**src/common/id_pkg.sv**
```systemverilog
package id_pkg;

  localparam int XLEN = 32;

  typedef logic [XLEN-1:0] word_t;
  typedef logic [4:0]      reg_idx_t;

  // which fields take part in a match
  localparam word_t MASK_OPCODE = 32'b0000000_00000_00000_000_00000_1111111;
  localparam word_t MASK_FUNC3  = 32'b0000000_00000_00000_111_00000_1111111;
  localparam word_t MASK_FUNC7  = 32'b1111111_00000_00000_111_00000_1111111;
  localparam word_t MASK_ALL    = 32'hffff_ffff;

  // rv32i
  localparam word_t PAT_LUI    = 32'b0000000_00000_00000_000_00000_0110111;
  localparam word_t PAT_AUIPC  = 32'b0000000_00000_00000_000_00000_0010111;
  localparam word_t PAT_JAL    = 32'b0000000_00000_00000_000_00000_1101111;
  localparam word_t PAT_JALR   = 32'b0000000_00000_00000_000_00000_1100111;
  localparam word_t PAT_BEQ    = 32'b0000000_00000_00000_000_00000_1100011;
  localparam word_t PAT_BNE    = 32'b0000000_00000_00000_001_00000_1100011;
  localparam word_t PAT_BLT    = 32'b0000000_00000_00000_100_00000_1100011;
  localparam word_t PAT_BGE    = 32'b0000000_00000_00000_101_00000_1100011;
  localparam word_t PAT_BLTU   = 32'b0000000_00000_00000_110_00000_1100011;
  localparam word_t PAT_BGEU   = 32'b0000000_00000_00000_111_00000_1100011;
  localparam word_t PAT_LB     = 32'b0000000_00000_00000_000_00000_0000011;
  localparam word_t PAT_LH     = 32'b0000000_00000_00000_001_00000_0000011;
  localparam word_t PAT_LW     = 32'b0000000_00000_00000_010_00000_0000011;
  localparam word_t PAT_LBU    = 32'b0000000_00000_00000_100_00000_0000011;
  localparam word_t PAT_LHU    = 32'b0000000_00000_00000_101_00000_0000011;
  localparam word_t PAT_SB     = 32'b0000000_00000_00000_000_00000_0100011;
  localparam word_t PAT_SH     = 32'b0000000_00000_00000_001_00000_0100011;
  localparam word_t PAT_SW     = 32'b0000000_00000_00000_010_00000_0100011;
  localparam word_t PAT_ADDI   = 32'b0000000_00000_00000_000_00000_0010011;
  localparam word_t PAT_SLTI   = 32'b0000000_00000_00000_010_00000_0010011;
  localparam word_t PAT_SLTIU  = 32'b0000000_00000_00000_011_00000_0010011;
  localparam word_t PAT_XORI   = 32'b0000000_00000_00000_100_00000_0010011;
  localparam word_t PAT_ORI    = 32'b0000000_00000_00000_110_00000_0010011;
  localparam word_t PAT_ANDI   = 32'b0000000_00000_00000_111_00000_0010011;
  localparam word_t PAT_SLLI   = 32'b0000000_00000_00000_001_00000_0010011;
  localparam word_t PAT_SRLI   = 32'b0000000_00000_00000_101_00000_0010011;
  localparam word_t PAT_SRAI   = 32'b0100000_00000_00000_101_00000_0010011;
  localparam word_t PAT_ADD    = 32'b0000000_00000_00000_000_00000_0110011;
  localparam word_t PAT_SUB    = 32'b0100000_00000_00000_000_00000_0110011;
  localparam word_t PAT_SLL    = 32'b0000000_00000_00000_001_00000_0110011;
  localparam word_t PAT_SLT    = 32'b0000000_00000_00000_010_00000_0110011;
  localparam word_t PAT_SLTU   = 32'b0000000_00000_00000_011_00000_0110011;
  localparam word_t PAT_XOR    = 32'b0000000_00000_00000_100_00000_0110011;
  localparam word_t PAT_SRL    = 32'b0000000_00000_00000_101_00000_0110011;
  localparam word_t PAT_SRA    = 32'b0100000_00000_00000_101_00000_0110011;
  localparam word_t PAT_OR     = 32'b0000000_00000_00000_110_00000_0110011;
  localparam word_t PAT_AND    = 32'b0000000_00000_00000_111_00000_0110011;
  localparam word_t PAT_ECALL  = 32'h0000_0073;
  localparam word_t PAT_EBREAK = 32'h0010_0073;
  localparam word_t PAT_MRET   = 32'h3020_0073;

  // rv32m
  localparam word_t PAT_MUL    = 32'b0000001_00000_00000_000_00000_0110011;
  localparam word_t PAT_MULH   = 32'b0000001_00000_00000_001_00000_0110011;
  localparam word_t PAT_MULHSU = 32'b0000001_00000_00000_010_00000_0110011;
  localparam word_t PAT_MULHU  = 32'b0000001_00000_00000_011_00000_0110011;
  localparam word_t PAT_DIV    = 32'b0000001_00000_00000_100_00000_0110011;
  localparam word_t PAT_DIVU   = 32'b0000001_00000_00000_101_00000_0110011;
  localparam word_t PAT_REM    = 32'b0000001_00000_00000_110_00000_0110011;
  localparam word_t PAT_REMU   = 32'b0000001_00000_00000_111_00000_0110011;

  // return address is the next sequential instruction
  localparam word_t CALL_RET_OFFSET = 32'd4;

  typedef enum logic [4:0] {
    ALU_NONE, ALU_ADD, ALU_SUB, ALU_XOR, ALU_OR, ALU_AND, ALU_SLL, ALU_SRL, ALU_SRA,
    ALU_SLT, ALU_SLTU, ALU_BEQ, ALU_BNE, ALU_BLT, ALU_BGE, ALU_BLTU, ALU_BGEU,
    ALU_MUL, ALU_MULH, ALU_MULHSU, ALU_MULHU, ALU_DIV, ALU_DIVU, ALU_REM, ALU_REMU
  } alu_op_e;

  typedef enum logic [3:0] {
    EXC_NONE, EXC_LUI, EXC_AUIPC, EXC_JAL, EXC_JALR, EXC_LOAD, EXC_STORE,
    EXC_BRANCH, EXC_OPIMM, EXC_OPREG, EXC_SYSTEM
  } exc_op_e;

  typedef enum logic [3:0] {
    MEM_NONE, MEM_LB, MEM_LBU, MEM_LH, MEM_LHU, MEM_LW, MEM_SB, MEM_SH, MEM_SW
  } mem_op_e;

  typedef enum logic [2:0] {
    IMM_NONE, IMM_I, IMM_S, IMM_B, IMM_U, IMM_J
  } imm_fmt_e;

  typedef struct packed {
    logic mret;
    logic ebreak;
    logic ecall_m;
    logic illegal;
  } trap_t;

  typedef struct packed {
    reg_idx_t rs1_idx;
    reg_idx_t rs2_idx;
    reg_idx_t rd_idx;
    alu_op_e  alu_op;
    exc_op_e  exc_op;
    mem_op_e  mem_op;
    imm_fmt_e imm_fmt;
    trap_t    trap;
    logic     is_call;
  } decode_t;

  typedef struct packed {
    logic     valid;
    word_t    pc;
    word_t    inst;
    reg_idx_t rd_idx;
    word_t    rs1_data;
    word_t    rs2_data;
    word_t    imm;
    alu_op_e  alu_op;
    exc_op_e  exc_op;
    mem_op_e  mem_op;
    trap_t    trap;
  } id_ex_t;

endpackage

```
**src/hw/decode/inst_decoder.sv**
```systemverilog
`timescale 1ns/1ps

module inst_decoder (
  input  id_pkg::word_t   inst_i,
  output id_pkg::decode_t dec_o
);

  function automatic logic hit(input id_pkg::word_t inst, input id_pkg::word_t mask,
                               input id_pkg::word_t pat);
    hit = (inst & mask) == pat;
  endfunction

  wire i_lui    = hit(inst_i, id_pkg::MASK_OPCODE, id_pkg::PAT_LUI);
  wire i_auipc  = hit(inst_i, id_pkg::MASK_OPCODE, id_pkg::PAT_AUIPC);
  wire i_jal    = hit(inst_i, id_pkg::MASK_OPCODE, id_pkg::PAT_JAL);
  wire i_jalr   = hit(inst_i, id_pkg::MASK_FUNC3, id_pkg::PAT_JALR);
  wire i_beq    = hit(inst_i, id_pkg::MASK_FUNC3, id_pkg::PAT_BEQ);
  wire i_bne    = hit(inst_i, id_pkg::MASK_FUNC3, id_pkg::PAT_BNE);
  wire i_blt    = hit(inst_i, id_pkg::MASK_FUNC3, id_pkg::PAT_BLT);
  wire i_bge    = hit(inst_i, id_pkg::MASK_FUNC3, id_pkg::PAT_BGE);
  wire i_bltu   = hit(inst_i, id_pkg::MASK_FUNC3, id_pkg::PAT_BLTU);
  wire i_bgeu   = hit(inst_i, id_pkg::MASK_FUNC3, id_pkg::PAT_BGEU);
  wire i_lb     = hit(inst_i, id_pkg::MASK_FUNC3, id_pkg::PAT_LB);
  wire i_lh     = hit(inst_i, id_pkg::MASK_FUNC3, id_pkg::PAT_LH);
  wire i_lw     = hit(inst_i, id_pkg::MASK_FUNC3, id_pkg::PAT_LW);
  wire i_lbu    = hit(inst_i, id_pkg::MASK_FUNC3, id_pkg::PAT_LBU);
  wire i_lhu    = hit(inst_i, id_pkg::MASK_FUNC3, id_pkg::PAT_LHU);
  wire i_sb     = hit(inst_i, id_pkg::MASK_FUNC3, id_pkg::PAT_SB);
  wire i_sh     = hit(inst_i, id_pkg::MASK_FUNC3, id_pkg::PAT_SH);
  wire i_sw     = hit(inst_i, id_pkg::MASK_FUNC3, id_pkg::PAT_SW);
  wire i_addi   = hit(inst_i, id_pkg::MASK_FUNC3, id_pkg::PAT_ADDI);
  wire i_slti   = hit(inst_i, id_pkg::MASK_FUNC3, id_pkg::PAT_SLTI);
  wire i_sltiu  = hit(inst_i, id_pkg::MASK_FUNC3, id_pkg::PAT_SLTIU);
  wire i_xori   = hit(inst_i, id_pkg::MASK_FUNC3, id_pkg::PAT_XORI);
  wire i_ori    = hit(inst_i, id_pkg::MASK_FUNC3, id_pkg::PAT_ORI);
  wire i_andi   = hit(inst_i, id_pkg::MASK_FUNC3, id_pkg::PAT_ANDI);
  // shift immediates also check the upper funct7 bits
  wire i_slli   = hit(inst_i, id_pkg::MASK_FUNC7, id_pkg::PAT_SLLI);
  wire i_srli   = hit(inst_i, id_pkg::MASK_FUNC7, id_pkg::PAT_SRLI);
  wire i_srai   = hit(inst_i, id_pkg::MASK_FUNC7, id_pkg::PAT_SRAI);
  wire i_add    = hit(inst_i, id_pkg::MASK_FUNC7, id_pkg::PAT_ADD);
  wire i_sub    = hit(inst_i, id_pkg::MASK_FUNC7, id_pkg::PAT_SUB);
  wire i_sll    = hit(inst_i, id_pkg::MASK_FUNC7, id_pkg::PAT_SLL);
  wire i_slt    = hit(inst_i, id_pkg::MASK_FUNC7, id_pkg::PAT_SLT);
  wire i_sltu   = hit(inst_i, id_pkg::MASK_FUNC7, id_pkg::PAT_SLTU);
  wire i_xor    = hit(inst_i, id_pkg::MASK_FUNC7, id_pkg::PAT_XOR);
  wire i_srl    = hit(inst_i, id_pkg::MASK_FUNC7, id_pkg::PAT_SRL);
  wire i_sra    = hit(inst_i, id_pkg::MASK_FUNC7, id_pkg::PAT_SRA);
  wire i_or     = hit(inst_i, id_pkg::MASK_FUNC7, id_pkg::PAT_OR);
  wire i_and    = hit(inst_i, id_pkg::MASK_FUNC7, id_pkg::PAT_AND);
  wire i_mul    = hit(inst_i, id_pkg::MASK_FUNC7, id_pkg::PAT_MUL);
  wire i_mulh   = hit(inst_i, id_pkg::MASK_FUNC7, id_pkg::PAT_MULH);
  wire i_mulhsu = hit(inst_i, id_pkg::MASK_FUNC7, id_pkg::PAT_MULHSU);
  wire i_mulhu  = hit(inst_i, id_pkg::MASK_FUNC7, id_pkg::PAT_MULHU);
  wire i_div    = hit(inst_i, id_pkg::MASK_FUNC7, id_pkg::PAT_DIV);
  wire i_divu   = hit(inst_i, id_pkg::MASK_FUNC7, id_pkg::PAT_DIVU);
  wire i_rem    = hit(inst_i, id_pkg::MASK_FUNC7, id_pkg::PAT_REM);
  wire i_remu   = hit(inst_i, id_pkg::MASK_FUNC7, id_pkg::PAT_REMU);
  wire i_ecall  = hit(inst_i, id_pkg::MASK_ALL, id_pkg::PAT_ECALL);
  wire i_ebreak = hit(inst_i, id_pkg::MASK_ALL, id_pkg::PAT_EBREAK);
  wire i_mret   = hit(inst_i, id_pkg::MASK_ALL, id_pkg::PAT_MRET);

  wire c_branch = i_beq | i_bne | i_blt | i_bge | i_bltu | i_bgeu;
  wire c_load   = i_lb | i_lh | i_lw | i_lbu | i_lhu;
  wire c_store  = i_sb | i_sh | i_sw;
  wire c_opimm  = i_addi | i_slti | i_sltiu | i_xori | i_ori | i_andi |
                  i_slli | i_srli | i_srai;
  wire c_muldiv = i_mul | i_mulh | i_mulhsu | i_mulhu | i_div | i_divu | i_rem | i_remu;
  wire c_opreg  = i_add | i_sub | i_sll | i_slt | i_sltu | i_xor | i_srl | i_sra |
                  i_or | i_and | c_muldiv;
  // csr opcodes have no pattern here and fall through to illegal
  wire c_system = i_ecall | i_ebreak | i_mret;

  // instruction formats
  wire f_r = c_opreg;
  wire f_i = c_load | c_opimm | i_jalr | c_system;
  wire f_s = c_store;
  wire f_b = c_branch;
  wire f_u = i_lui | i_auipc;
  wire f_j = i_jal;
  wire illegal = ~(f_r | f_i | f_s | f_b | f_u | f_j);

  always_comb begin
    dec_o = '0;
    dec_o.rs1_idx = (f_r | f_i | f_s | f_b) ? inst_i[19:15] : 5'd0;
    dec_o.rs2_idx = (f_r | f_s | f_b) ? inst_i[24:20] : 5'd0;
    dec_o.rd_idx  = (f_r | f_i | f_u | f_j) ? inst_i[11:7] : 5'd0;

    // address and link arithmetic all go through the adder
    if (i_add | i_addi | c_load | c_store | i_jal | i_jalr | i_auipc | i_lui)
      dec_o.alu_op = id_pkg::ALU_ADD;
    if (i_sub)           dec_o.alu_op = id_pkg::ALU_SUB;
    if (i_xor | i_xori)  dec_o.alu_op = id_pkg::ALU_XOR;
    if (i_or | i_ori)    dec_o.alu_op = id_pkg::ALU_OR;
    if (i_and | i_andi)  dec_o.alu_op = id_pkg::ALU_AND;
    if (i_sll | i_slli)  dec_o.alu_op = id_pkg::ALU_SLL;
    if (i_srl | i_srli)  dec_o.alu_op = id_pkg::ALU_SRL;
    if (i_sra | i_srai)  dec_o.alu_op = id_pkg::ALU_SRA;
    if (i_slt | i_slti)  dec_o.alu_op = id_pkg::ALU_SLT;
    if (i_sltu | i_sltiu) dec_o.alu_op = id_pkg::ALU_SLTU;
    if (i_beq)    dec_o.alu_op = id_pkg::ALU_BEQ;
    if (i_bne)    dec_o.alu_op = id_pkg::ALU_BNE;
    if (i_blt)    dec_o.alu_op = id_pkg::ALU_BLT;
    if (i_bge)    dec_o.alu_op = id_pkg::ALU_BGE;
    if (i_bltu)   dec_o.alu_op = id_pkg::ALU_BLTU;
    if (i_bgeu)   dec_o.alu_op = id_pkg::ALU_BGEU;
    if (i_mul)    dec_o.alu_op = id_pkg::ALU_MUL;
    if (i_mulh)   dec_o.alu_op = id_pkg::ALU_MULH;
    if (i_mulhsu) dec_o.alu_op = id_pkg::ALU_MULHSU;
    if (i_mulhu)  dec_o.alu_op = id_pkg::ALU_MULHU;
    if (i_div)    dec_o.alu_op = id_pkg::ALU_DIV;
    if (i_divu)   dec_o.alu_op = id_pkg::ALU_DIVU;
    if (i_rem)    dec_o.alu_op = id_pkg::ALU_REM;
    if (i_remu)   dec_o.alu_op = id_pkg::ALU_REMU;

    if (i_lui)    dec_o.exc_op = id_pkg::EXC_LUI;
    if (i_auipc)  dec_o.exc_op = id_pkg::EXC_AUIPC;
    if (i_jal)    dec_o.exc_op = id_pkg::EXC_JAL;
    if (i_jalr)   dec_o.exc_op = id_pkg::EXC_JALR;
    if (c_load)   dec_o.exc_op = id_pkg::EXC_LOAD;
    if (c_store)  dec_o.exc_op = id_pkg::EXC_STORE;
    if (c_branch) dec_o.exc_op = id_pkg::EXC_BRANCH;
    if (c_opimm)  dec_o.exc_op = id_pkg::EXC_OPIMM;
    if (c_opreg)  dec_o.exc_op = id_pkg::EXC_OPREG;
    if (c_system) dec_o.exc_op = id_pkg::EXC_SYSTEM;

    if (i_lb)  dec_o.mem_op = id_pkg::MEM_LB;
    if (i_lbu) dec_o.mem_op = id_pkg::MEM_LBU;
    if (i_lh)  dec_o.mem_op = id_pkg::MEM_LH;
    if (i_lhu) dec_o.mem_op = id_pkg::MEM_LHU;
    if (i_lw)  dec_o.mem_op = id_pkg::MEM_LW;
    if (i_sb)  dec_o.mem_op = id_pkg::MEM_SB;
    if (i_sh)  dec_o.mem_op = id_pkg::MEM_SH;
    if (i_sw)  dec_o.mem_op = id_pkg::MEM_SW;

    if (f_i) dec_o.imm_fmt = id_pkg::IMM_I;
    if (f_s) dec_o.imm_fmt = id_pkg::IMM_S;
    if (f_b) dec_o.imm_fmt = id_pkg::IMM_B;
    if (f_u) dec_o.imm_fmt = id_pkg::IMM_U;
    if (f_j) dec_o.imm_fmt = id_pkg::IMM_J;

    dec_o.trap.mret    = i_mret;
    dec_o.trap.ebreak  = i_ebreak;
    dec_o.trap.ecall_m = i_ecall;
    dec_o.trap.illegal = illegal;
    // rd of x0 is a plain jump, nothing to return to
    dec_o.is_call = (i_jal | i_jalr) & (inst_i[11:7] != 5'd0);
  end

endmodule

```
**src/hw/decode/imm_gen.sv**
```systemverilog
`timescale 1ns/1ps

module imm_gen (
  input  id_pkg::word_t    inst_i,
  input  id_pkg::imm_fmt_e fmt_i,
  output id_pkg::word_t    imm_o
);

  always_comb begin
    case (fmt_i)
      id_pkg::IMM_I: imm_o = {{21{inst_i[31]}}, inst_i[30:20]};
      id_pkg::IMM_S: imm_o = {{21{inst_i[31]}}, inst_i[30:25], inst_i[11:7]};
      // branch offsets are halfword aligned
      id_pkg::IMM_B: imm_o = {{20{inst_i[31]}}, inst_i[7], inst_i[30:25],
                              inst_i[11:8], 1'b0};
      id_pkg::IMM_U: imm_o = {inst_i[31:12], 12'd0};
      id_pkg::IMM_J: imm_o = {{12{inst_i[31]}}, inst_i[19:12], inst_i[20],
                              inst_i[30:21], 1'b0};
      default:       imm_o = '0;
    endcase
  end

endmodule

```
**src/hw/hazard/operand_bypass.sv**
```systemverilog
`timescale 1ns/1ps

module operand_bypass (
  input  id_pkg::reg_idx_t rs1_idx_i,
  input  id_pkg::reg_idx_t rs2_idx_i,
  input  id_pkg::word_t    rs1_data_i,
  input  id_pkg::word_t    rs2_data_i,
  input  logic             ex_valid_i,
  input  id_pkg::reg_idx_t ex_rd_idx_i,
  input  id_pkg::exc_op_e  ex_op_i,
  input  id_pkg::word_t    ex_rd_data_i,
  input  id_pkg::reg_idx_t mem_rd_addr_i,
  input  id_pkg::word_t    mem_rd_data_i,
  output id_pkg::word_t    rs1_o,
  output id_pkg::word_t    rs2_o,
  output logic             load_use_o
);

  // x0 never forwards
  function automatic logic src_hit(input id_pkg::reg_idx_t src, input id_pkg::reg_idx_t rd);
    src_hit = (src != 5'd0) && (src == rd);
  endfunction

  logic rs1_ex_hit;
  logic rs2_ex_hit;
  logic rs1_mem_hit;
  logic rs2_mem_hit;

  assign rs1_ex_hit  = ex_valid_i & src_hit(rs1_idx_i, ex_rd_idx_i);
  assign rs2_ex_hit  = ex_valid_i & src_hit(rs2_idx_i, ex_rd_idx_i);
  assign rs1_mem_hit = src_hit(rs1_idx_i, mem_rd_addr_i);
  assign rs2_mem_hit = src_hit(rs2_idx_i, mem_rd_addr_i);

  // newest result wins, write-back is already merged in the register file
  assign rs1_o = rs1_ex_hit  ? ex_rd_data_i  :
                 rs1_mem_hit ? mem_rd_data_i : rs1_data_i;
  assign rs2_o = rs2_ex_hit  ? ex_rd_data_i  :
                 rs2_mem_hit ? mem_rd_data_i : rs2_data_i;

  // load data is not ready until the memory stage
  assign load_use_o = (ex_op_i == id_pkg::EXC_LOAD) & (rs1_ex_hit | rs2_ex_hit);

endmodule

```
**src/hw/id_ex_reg.sv**
```systemverilog
`timescale 1ns/1ps

module id_ex_reg (
  input  logic            clk,
  input  logic            arst_n_i,
  input  logic            in_valid_i,
  input  id_pkg::word_t   pc_i,
  input  id_pkg::word_t   inst_i,
  input  id_pkg::decode_t dec_i,
  input  id_pkg::word_t   imm_i,
  input  id_pkg::word_t   rs1_i,
  input  id_pkg::word_t   rs2_i,
  input  logic            load_use_i,
  input  logic            flush_i,
  output id_pkg::id_ex_t  ex_o,
  output logic            ras_push_valid_o,
  output id_pkg::word_t   ras_push_data_o
);

  logic             accept;
  logic             valid_q;
  id_pkg::reg_idx_t rd_q;
  id_pkg::alu_op_e  alu_q;
  id_pkg::exc_op_e  exc_q;
  id_pkg::mem_op_e  mem_q;
  id_pkg::trap_t    trap_q;
  id_pkg::word_t    pc_q;
  id_pkg::word_t    inst_q;
  id_pkg::word_t    rs1_q;
  id_pkg::word_t    rs2_q;
  id_pkg::word_t    imm_q;

  assign accept = in_valid_i & ~load_use_i & ~flush_i;

  // anything not accepted becomes a bubble
  always_ff @(posedge clk or negedge arst_n_i) begin
    if (!arst_n_i) begin
      valid_q          <= 1'b0;
      rd_q             <= '0;
      alu_q            <= id_pkg::ALU_NONE;
      exc_q            <= id_pkg::EXC_NONE;
      mem_q            <= id_pkg::MEM_NONE;
      trap_q           <= '0;
      ras_push_valid_o <= 1'b0;
    end else begin
      valid_q          <= accept;
      rd_q             <= accept ? dec_i.rd_idx : 5'd0;
      alu_q            <= accept ? dec_i.alu_op : id_pkg::ALU_NONE;
      exc_q            <= accept ? dec_i.exc_op : id_pkg::EXC_NONE;
      mem_q            <= accept ? dec_i.mem_op : id_pkg::MEM_NONE;
      trap_q           <= accept ? dec_i.trap : '0;
      ras_push_valid_o <= accept & dec_i.is_call;
    end
  end

  always_ff @(posedge clk) begin
    if (accept) begin
      pc_q            <= pc_i;
      inst_q          <= inst_i;
      rs1_q           <= rs1_i;
      rs2_q           <= rs2_i;
      imm_q           <= imm_i;
      ras_push_data_o <= pc_i + id_pkg::CALL_RET_OFFSET;
    end
  end

  assign ex_o = '{valid: valid_q, pc: pc_q, inst: inst_q, rd_idx: rd_q,
                  rs1_data: rs1_q, rs2_data: rs2_q, imm: imm_q,
                  alu_op: alu_q, exc_op: exc_q, mem_op: mem_q, trap: trap_q};

endmodule

```
**src/hw/id_stage.sv**
```systemverilog
`timescale 1ns/1ps

module id_stage (
  input  logic             clk,
  input  logic             arst_n_i,
  input  logic             in_valid_i,
  input  id_pkg::word_t    inst_i,
  input  id_pkg::word_t    pc_i,
  input  id_pkg::word_t    rs1_data_i,
  input  id_pkg::word_t    rs2_data_i,
  input  id_pkg::word_t    ex_rd_data_i,
  input  id_pkg::reg_idx_t mem_rd_addr_i,
  input  id_pkg::word_t    mem_rd_data_i,
  input  logic             flush_i,
  output id_pkg::reg_idx_t rs1_idx_o,
  output id_pkg::reg_idx_t rs2_idx_o,
  output logic             stall_o,
  output id_pkg::id_ex_t   ex_o,
  output logic             ras_push_valid_o,
  output id_pkg::word_t    ras_push_data_o
);

  id_pkg::decode_t dec;
  id_pkg::word_t   imm;
  id_pkg::word_t   rs1_fwd;
  id_pkg::word_t   rs2_fwd;

  assign rs1_idx_o = dec.rs1_idx;
  assign rs2_idx_o = dec.rs2_idx;

  inst_decoder u_dec (
    .inst_i (inst_i),
    .dec_o  (dec)
  );

  imm_gen u_imm (
    .inst_i (inst_i),
    .fmt_i  (dec.imm_fmt),
    .imm_o  (imm)
  );

  // execute-side view comes straight from the local ID/EX register
  operand_bypass u_byp (
    .rs1_idx_i     (dec.rs1_idx),
    .rs2_idx_i     (dec.rs2_idx),
    .rs1_data_i    (rs1_data_i),
    .rs2_data_i    (rs2_data_i),
    .ex_valid_i    (ex_o.valid),
    .ex_rd_idx_i   (ex_o.rd_idx),
    .ex_op_i       (ex_o.exc_op),
    .ex_rd_data_i  (ex_rd_data_i),
    .mem_rd_addr_i (mem_rd_addr_i),
    .mem_rd_data_i (mem_rd_data_i),
    .rs1_o         (rs1_fwd),
    .rs2_o         (rs2_fwd),
    .load_use_o    (stall_o)
  );

  id_ex_reg u_reg (
    .clk              (clk),
    .arst_n_i         (arst_n_i),
    .in_valid_i       (in_valid_i),
    .pc_i             (pc_i),
    .inst_i           (inst_i),
    .dec_i            (dec),
    .imm_i            (imm),
    .rs1_i            (rs1_fwd),
    .rs2_i            (rs2_fwd),
    .load_use_i       (stall_o),
    .flush_i          (flush_i),
    .ex_o             (ex_o),
    .ras_push_valid_o (ras_push_valid_o),
    .ras_push_data_o  (ras_push_data_o)
  );

endmodule

```
**config.mk**
```make
export PLATFORM = sky130hd
export DESIGN_NAME = id_stage
export DESIGN_NICKNAME = d
export VERILOG_FILES = /design/src/common/id_pkg.sv /design/src/hw/decode/inst_decoder.sv /design/src/hw/decode/imm_gen.sv /design/src/hw/hazard/operand_bypass.sv /design/src/hw/id_ex_reg.sv /design/src/hw/id_stage.sv
export SDC_FILE = /design/constraint.sdc
export NUM_CORES = 1
export LEC_CHECK = 0
export BUFFER_PORTS_ARGS = -buffer_cell sky130_fd_sc_hd__buf_2
export CAP_MARGIN = 20
export CORE_AREA = 2 2 166 168
export CTS_CLUSTER_DIAMETER = 200
export DETAILED_ROUTE_END_ITERATION = 8
export DIE_AREA = 0 0 168 170
export PLACE_DENSITY_LB_ADDON = 0.15
export RECOVER_POWER = 100
export SLEW_MARGIN = 0
export SYNTH_ARGS = -nofsm -noshare
export SYNTH_HDL_FRONTEND = slang
export SYNTH_SLANG_ARGS = --single-unit
```
**constraint.sdc**
```tcl
create_clock -name clk -period 14.6 [get_ports clk]
set_clock_uncertainty 0.1 [all_clocks]
set_input_delay 2.19 -clock clk [delete_from_list [all_inputs] [get_ports clk]]
set_output_delay 2.19 -clock clk [all_outputs]
set_load 0.05 [all_outputs]
```
Word level (Yosys, flattened, before mapping)
Cells that the tools add are included.

Muxes and demuxes: 60. Bitwise operators: 78. Eq/ne operators: 58. Reduce and logical (&&, ||, !) cells: 7. Add/sub/neg operators: 1.

Operators by type and width (count): $pmux W32 S5 (1); $mux W5 (28); $eq A17 B11 Y1 const B (8); $mux W32 (4); $eq A10 B10 Y1 const B (9); $eq A17 B10 Y1 const B (5); $mux W4 (19); $or A1 B1 Y1 (68); $eq A17 B16 Y1 const B (3); $eq A10 B9 Y1 const B (4); $eq A17 B8 Y1 const B (2); $eq A17 B9 Y1 const B (2); $add A32 B3 Y32 const B (1); $eq A32 B21 Y1 const B (1); $eq A32 B30 Y1 const B (1); $eq A32 B7 Y1 const B (1); $eq A10 B8 Y1 const B (3); $eq A10 B7 Y1 const B (2); $eq A5 B5 Y1 (4); $eq A17 B6 Y1 const B (1); $reduce_bool A5 Y1 (3); $mux W3 (4); $eq A10 B2 Y1 const B (1); $eq A10 B5 Y1 const B (1); other kinds (12) (28).

Word-level logic and storage cells: 220. Register bits: 216.

Logic depth before layout (Yosys ltp)
Word-level depth: 36. Gate-level depth with buffers: 8.

By module
From an unflattened synthesis, not the netlist that was laid out.

Cell total of the unflattened synthesis: 935. Area, all modules: 10796.6 µm².

By module, submodules not included: id_ex_reg (sequential area each 6306.0 µm², area an instance 7098.1 µm², instances 1, cells each 329); operand_bypass (sequential area each 0.0 µm², area an instance 2137.0 µm², instances 1, cells each 366); inst_decoder (sequential area each 0.0 µm², area an instance 1171.1 µm², instances 1, cells each 174); imm_gen (sequential area each 0.0 µm², area an instance 390.4 µm², instances 1, cells each 66).

Worst setup path before layout
OpenSTA, ideal clock, no wires.

Path type: input-to-reg. From: input port inst_i[14]. To: register u_reg.valid_q. Library setup time: 955 ps. Stages on the path: 8. Setup slack: 1523 ps. Arrival time: 12022 ps. Cell sequence: buf_6 or3_4 and3_4 o41a_4 o21a_1 o2111a_1 buf_2 nor2_1.

Longest elaborated chain between the ends: 24. Elaborated cells on any way between the ends: 106. Classes of those cells: eq/ne: 47; mux: 2; bitwise: 53; reduce/logical: 4.

Ends and longest elaborated chain: from (decl) (RTL line id_stage.sv:7) `input id_pkg::word_t inst_i,`; $eq A10 B5 Y1 or $eq A10 B9 Y1 (tied branches) (RTL line inst_decoder.sv:10) `hit = (inst & mask) == pat;`; $or A1 B1 Y1 (6 in a row) (RTL line inst_decoder.sv:66) `wire c_opimm = i_addi | i_slti | i_sltiu | i_xori | i_ori | i_andi |`; $or A1 B1 Y1 (2 in a row) (RTL line inst_decoder.sv:67) `i_slli | i_srli | i_srai;`; $or A1 B1 Y1 (3 in a row) (RTL line inst_decoder.sv:76) `wire f_i = c_load | c_opimm | i_jalr | c_system;`; $or A1 B1 Y1 (3 in a row) (RTL line inst_decoder.sv:85) `dec_o.rs1_idx = (f_r | f_i | f_s | f_b) ? inst_i[19:15] : 5'd0;`; $mux W5 (RTL line inst_decoder.sv:85); $eq A5 B5 Y1 or $reduce_bool A5 Y1 (tied branches) (RTL line operand_bypass.sv:21) `src_hit = (src != 5'd0) && (src == rd);`; $logic_and A1 B1 Y1 (RTL line operand_bypass.sv:21); $and A1 B1 Y1 (RTL line operand_bypass.sv:29) `assign rs1_ex_hit = ex_valid_i & src_hit(rs1_idx_i, ex_rd_idx_i);`; $or A1 B1 Y1 * (RTL line operand_bypass.sv:41) `assign load_use_o = (ex_op_i == id_pkg::EXC_LOAD) & (rs1_ex_hit | rs2_ex_hit);`; $and A1 B1 Y1 * (RTL line operand_bypass.sv:41); net stall_o (RTL line id_stage.sv:17) `output logic stall_o,`; $not A1 Y1 * (RTL line id_ex_reg.sv:33) `assign accept = in_valid_i & ~load_use_i & ~flush_i;`; $and A1 B1 Y1 * (2 in a row) (RTL line id_ex_reg.sv:33); net u_reg.accept (RTL line id_ex_reg.sv:20) `logic accept;`; to (signal assigned) (RTL line id_ex_reg.sv:46) `valid_q <= accept;`; to (decl) (RTL line id_ex_reg.sv:21) `logic valid_q;`.

The timed path passes the listed nets; every way through them passes the cells marked *. A chain may end at the register's enable or synchronous reset.

Worst setup path after layout
From: input port inst_i[14]. To: output port rs1_idx_o[0].

Longest elaborated chain between the ends: 16. Elaborated cells on any way between the ends: 90. Classes of those cells: eq/ne: 45; mux: 1; bitwise: 44.

Ends and longest elaborated chain: $eq A10 B5 Y1 or $eq A10 B9 Y1 (tied branches) (RTL line inst_decoder.sv:10); $or A1 B1 Y1 (6 in a row) (RTL line inst_decoder.sv:66); $or A1 B1 Y1 (2 in a row) (RTL line inst_decoder.sv:67); $or A1 B1 Y1 (3 in a row) (RTL line inst_decoder.sv:76); $or A1 B1 Y1 (2 in a row) (RTL line inst_decoder.sv:85); $or A1 B1 Y1 * (RTL line inst_decoder.sv:85); $mux W5 * (RTL line inst_decoder.sv:85); to (decl) (RTL line id_stage.sv:15) `output id_pkg::reg_idx_t rs1_idx_o,`.

Every way passes the cells marked *; elsewhere a longest branch is shown, timed or not.

==> results.toml <==
[run_status]
outcome = "finished, violations left"
violations = "capacitance limit, slew limit"

[power]
ir_drop_v = 0.0000826
p_leak_nw = 4.93
powerDensity_nw_per_um2 = 123
finalPower_mw = 1.58

[sta]
max_freq_ghz = 0.0969
setup_ws_ns = 4.28
whs_ns = 1.10
final-setup-viol-count = 0
tightest_slew_ns = 4.39
slew_viol_final = 197
max_slew_margin_pct = -193
finalSetupTns_ns = 0
rsz0062_at_grt = "no"
min_period_ns = 10.32
fin_crit_sh_pct = 70.7
hold_violations = 0

[drt]
via_per_inst = 5.29
dr_total_vias = 8357
drcViolationCount = 0
routed_wl_mm = 35.0
wl_per_cell_microns = 22.2
ant_nets = 0
drt_iter0_drc = 729
firstDrtPassIters = 7

[floorplan]
start_util_pct = 37.4
die_y_microns = 170
pin_count = 428
die_area_sq_um = 28600
fp.dieW_microns = 168
rows = 60
core_sq_um = 26700

[finish]
layout.nets = 1419
layout.cells.most_common_list = "clkbuf_1, edfxtp_1, buf_2, nor2_1, a21oi_1"
final_cells = 1581
area.growth.synth_to_final_pct = 28.4
layout_commonest_cell = "clkbuf_1"
drive_gt1_share_pct = 15.9

[worst_setup_path]
cp-end-kind = "output port"
required_ns = 12.31
cp_max_fo = 37
critPathLaunchType = "primary input"
slowest_stage = "a2111oi_0"
cpMostUsedCell = "clkbuf_1"
reg2reg_slack_ns = 8.97
arrival_ns = 8.03
critPathBufInv = 3
criticalPathCategory = "in2out"
worstPathCellList = "clkbuf_1, nor2b_1, a2111oi_0, a211oi_1, nand3_1, buf_4, and2_1, clkbuf_1"
crit_family = "compound AO/OA/AOI/OAI gates"
critPathMaxStageDelay_ns = 2.91

[global_routing]
grt_pass1_vias = 7987
top_usage_layer = "met2"
grt_pass1_wl_mm = 50.4
grt_max_degree = 77
track_usage_pct = 23.3
gr-usage-met2_pct = 40.1
grt-ovfl-total = 0
antenna_found_initial = 4
grt_use_met1_pct = 29.8
grtUsageMet3_pct = 5.28

[clock_tree]
cts_buffer_depth = 3
clock_latency_ns = 0.51
clkSinkCount = 214
cts_setup_buffers = 0
post_cts_resized = 0
htree_levels = 1
cts-buffers-inserted = 25
holdBufCountCts = 0
root_buffer = "clkbuf_16"
cts.reportedPaths.clkPinSlew_ns = 0.06
cts_tree = "yes"

[yosys]
synth_top_area_cell = "edfxtp_1"
ys_types = 77
synthCells = 801
synth-seq-area-share_pct = 63.3
ys_warn_count = 0
synthFlopType = "edfxtp_1"
ys_ff_latch = 214
post_synth.cell_area_avg_sq_um = 12.4
netlist_top_cells_area = "edfxtp_1, dfrtp_1, nor2_1, a21oi_1, mux2i_1"
synth_top_area_share_pct = 57.3
syn-num-nets = 1003
synth_edf_count = 190
syn_area_sq_um = 9970
async_reset_ff_share_pct = 11.2

[placement]
place_inst = 1531
dp_hpwl_mm = 25.7
place_congestion = 0.898
io_buffer_count = 427
pre_cts_ws_ns = 7.46

[job]
maxCapViolCount = 5

[hold_path]
hold_path_class = "reg2reg"
==> power by group <==
| part | total, mW | switching, mW | internal (mW) |
|---|---|---|---|
| Sequential | 0.719 | 0.00996 | 0.709 |
| Clock | 0.603 | 0.245 | 0.358 |
| Combinational | 0.256 | 0.207 | 0.0497 |
==> worst paths after layout <==
kind                                          endpoint            from  cells past startpoint
worst max-delay path                      rs1_idx_o[0]      inst_i[14]                      8
worst min-delay path                    u_reg.mem_q[1]  u_reg.exc_q[2]                      3
worst max register to register         u_reg.rs1_q[25]   u_reg.rd_q[4]                      8
worst min register to register          u_reg.mem_q[1]  u_reg.exc_q[2]                      3
max in group asynchronous                u_reg.ex_o[2]        arst_n_i                      1
min in group asynchronous       u_reg.ras_push_valid_o        arst_n_i                      1
==> cells by family (layout without fill, tap and decap cells) <==
family	Yosys count	count (layout)	share of synthesized area, %
simple gates	272	272	14.6
flops	214	214	63.3
fa+ha+maj	1	1	0.126
compound gates	178	178	12.2
other cells	0	5	0
buf+inv	59	493	2.67
xor+xnor	45	45	3.95
mux	32	32	3.21
==> final cells by class <==
cell class	instances	area [sq um]
Clock inverter	10	114
Antenna cell	5	12.5
Tap cell	341	427
Clock buffer	35	673
Sequential cell	214	6310
Multi-Input combinational cell	528	3390
Timing Repair Buffer	439	1840
Fill cell	2622	13900
Inverter	9	33.8
==> cell usage after synthesis, types with 7 or more instances <==
library cell,n
a21o_1,20
a21oi_1,71
and2_1,18
and3_1,10
clkbuf_1,36
dfrtp_1,24
edfxtp_1,190
inv_1,8
mux2i_1,32
nand2_1,24
nand2b_1,10
nand3_1,22
nand4_1,10
nor2_1,97
nor2b_1,9
nor3_1,26
nor4_1,12
o21ai_0,7
o22ai_1,33
xnor2_1,29
xor2_1,16
==> state kept, by name (all words and copies together) (netlist names) <==
signal / count
u_reg.ras_push_valid_o: 1
u_reg.exc_q: 4
u_reg.rs2_q: 32
u_reg.inst_q: 32
u_reg.alu_q: 5
u_reg.rd_q: 5
u_reg.ex_o: 4
u_reg.valid_q: 1
u_reg.pc_q: 32
u_reg.mem_q: 4
u_reg.rs1_q: 32
u_reg.imm_q: 32
u_reg.ras_push_data_o: 30
==> per-stage QoR <==
stage / utilization, % / area, sq um
after global placement: 46.6 / 12400
after detailed placement: 46.6 / 12400
final: 48.0 / 12800
after global routing: 48.0 / 12800
after floorplan: - / 9970
after CTS: 49.6 / 13200
==> worst reg2reg max path, cell delays in order, from the launching register on <==
cell and delay, ns:
dfrtp_1 0.44, xnor2_1 0.15, nand3_1 0.11, a211oi_1 0.10, o21a_1 0.16, o2111a_1 0.29
clkbuf_1 0.41, nor2_4 0.22, clkbuf_1 3.07
==> routing by layer <==
metal / share of wire (%) / up-vias
met2: 50 / 374
met3: 7.3 / 53
met4: 2.2 / 2
met1: 40 / 4042
li1: - / 3886
met5: 0.037 / -
No activity file was read; power rests on OpenSTA's default activity.
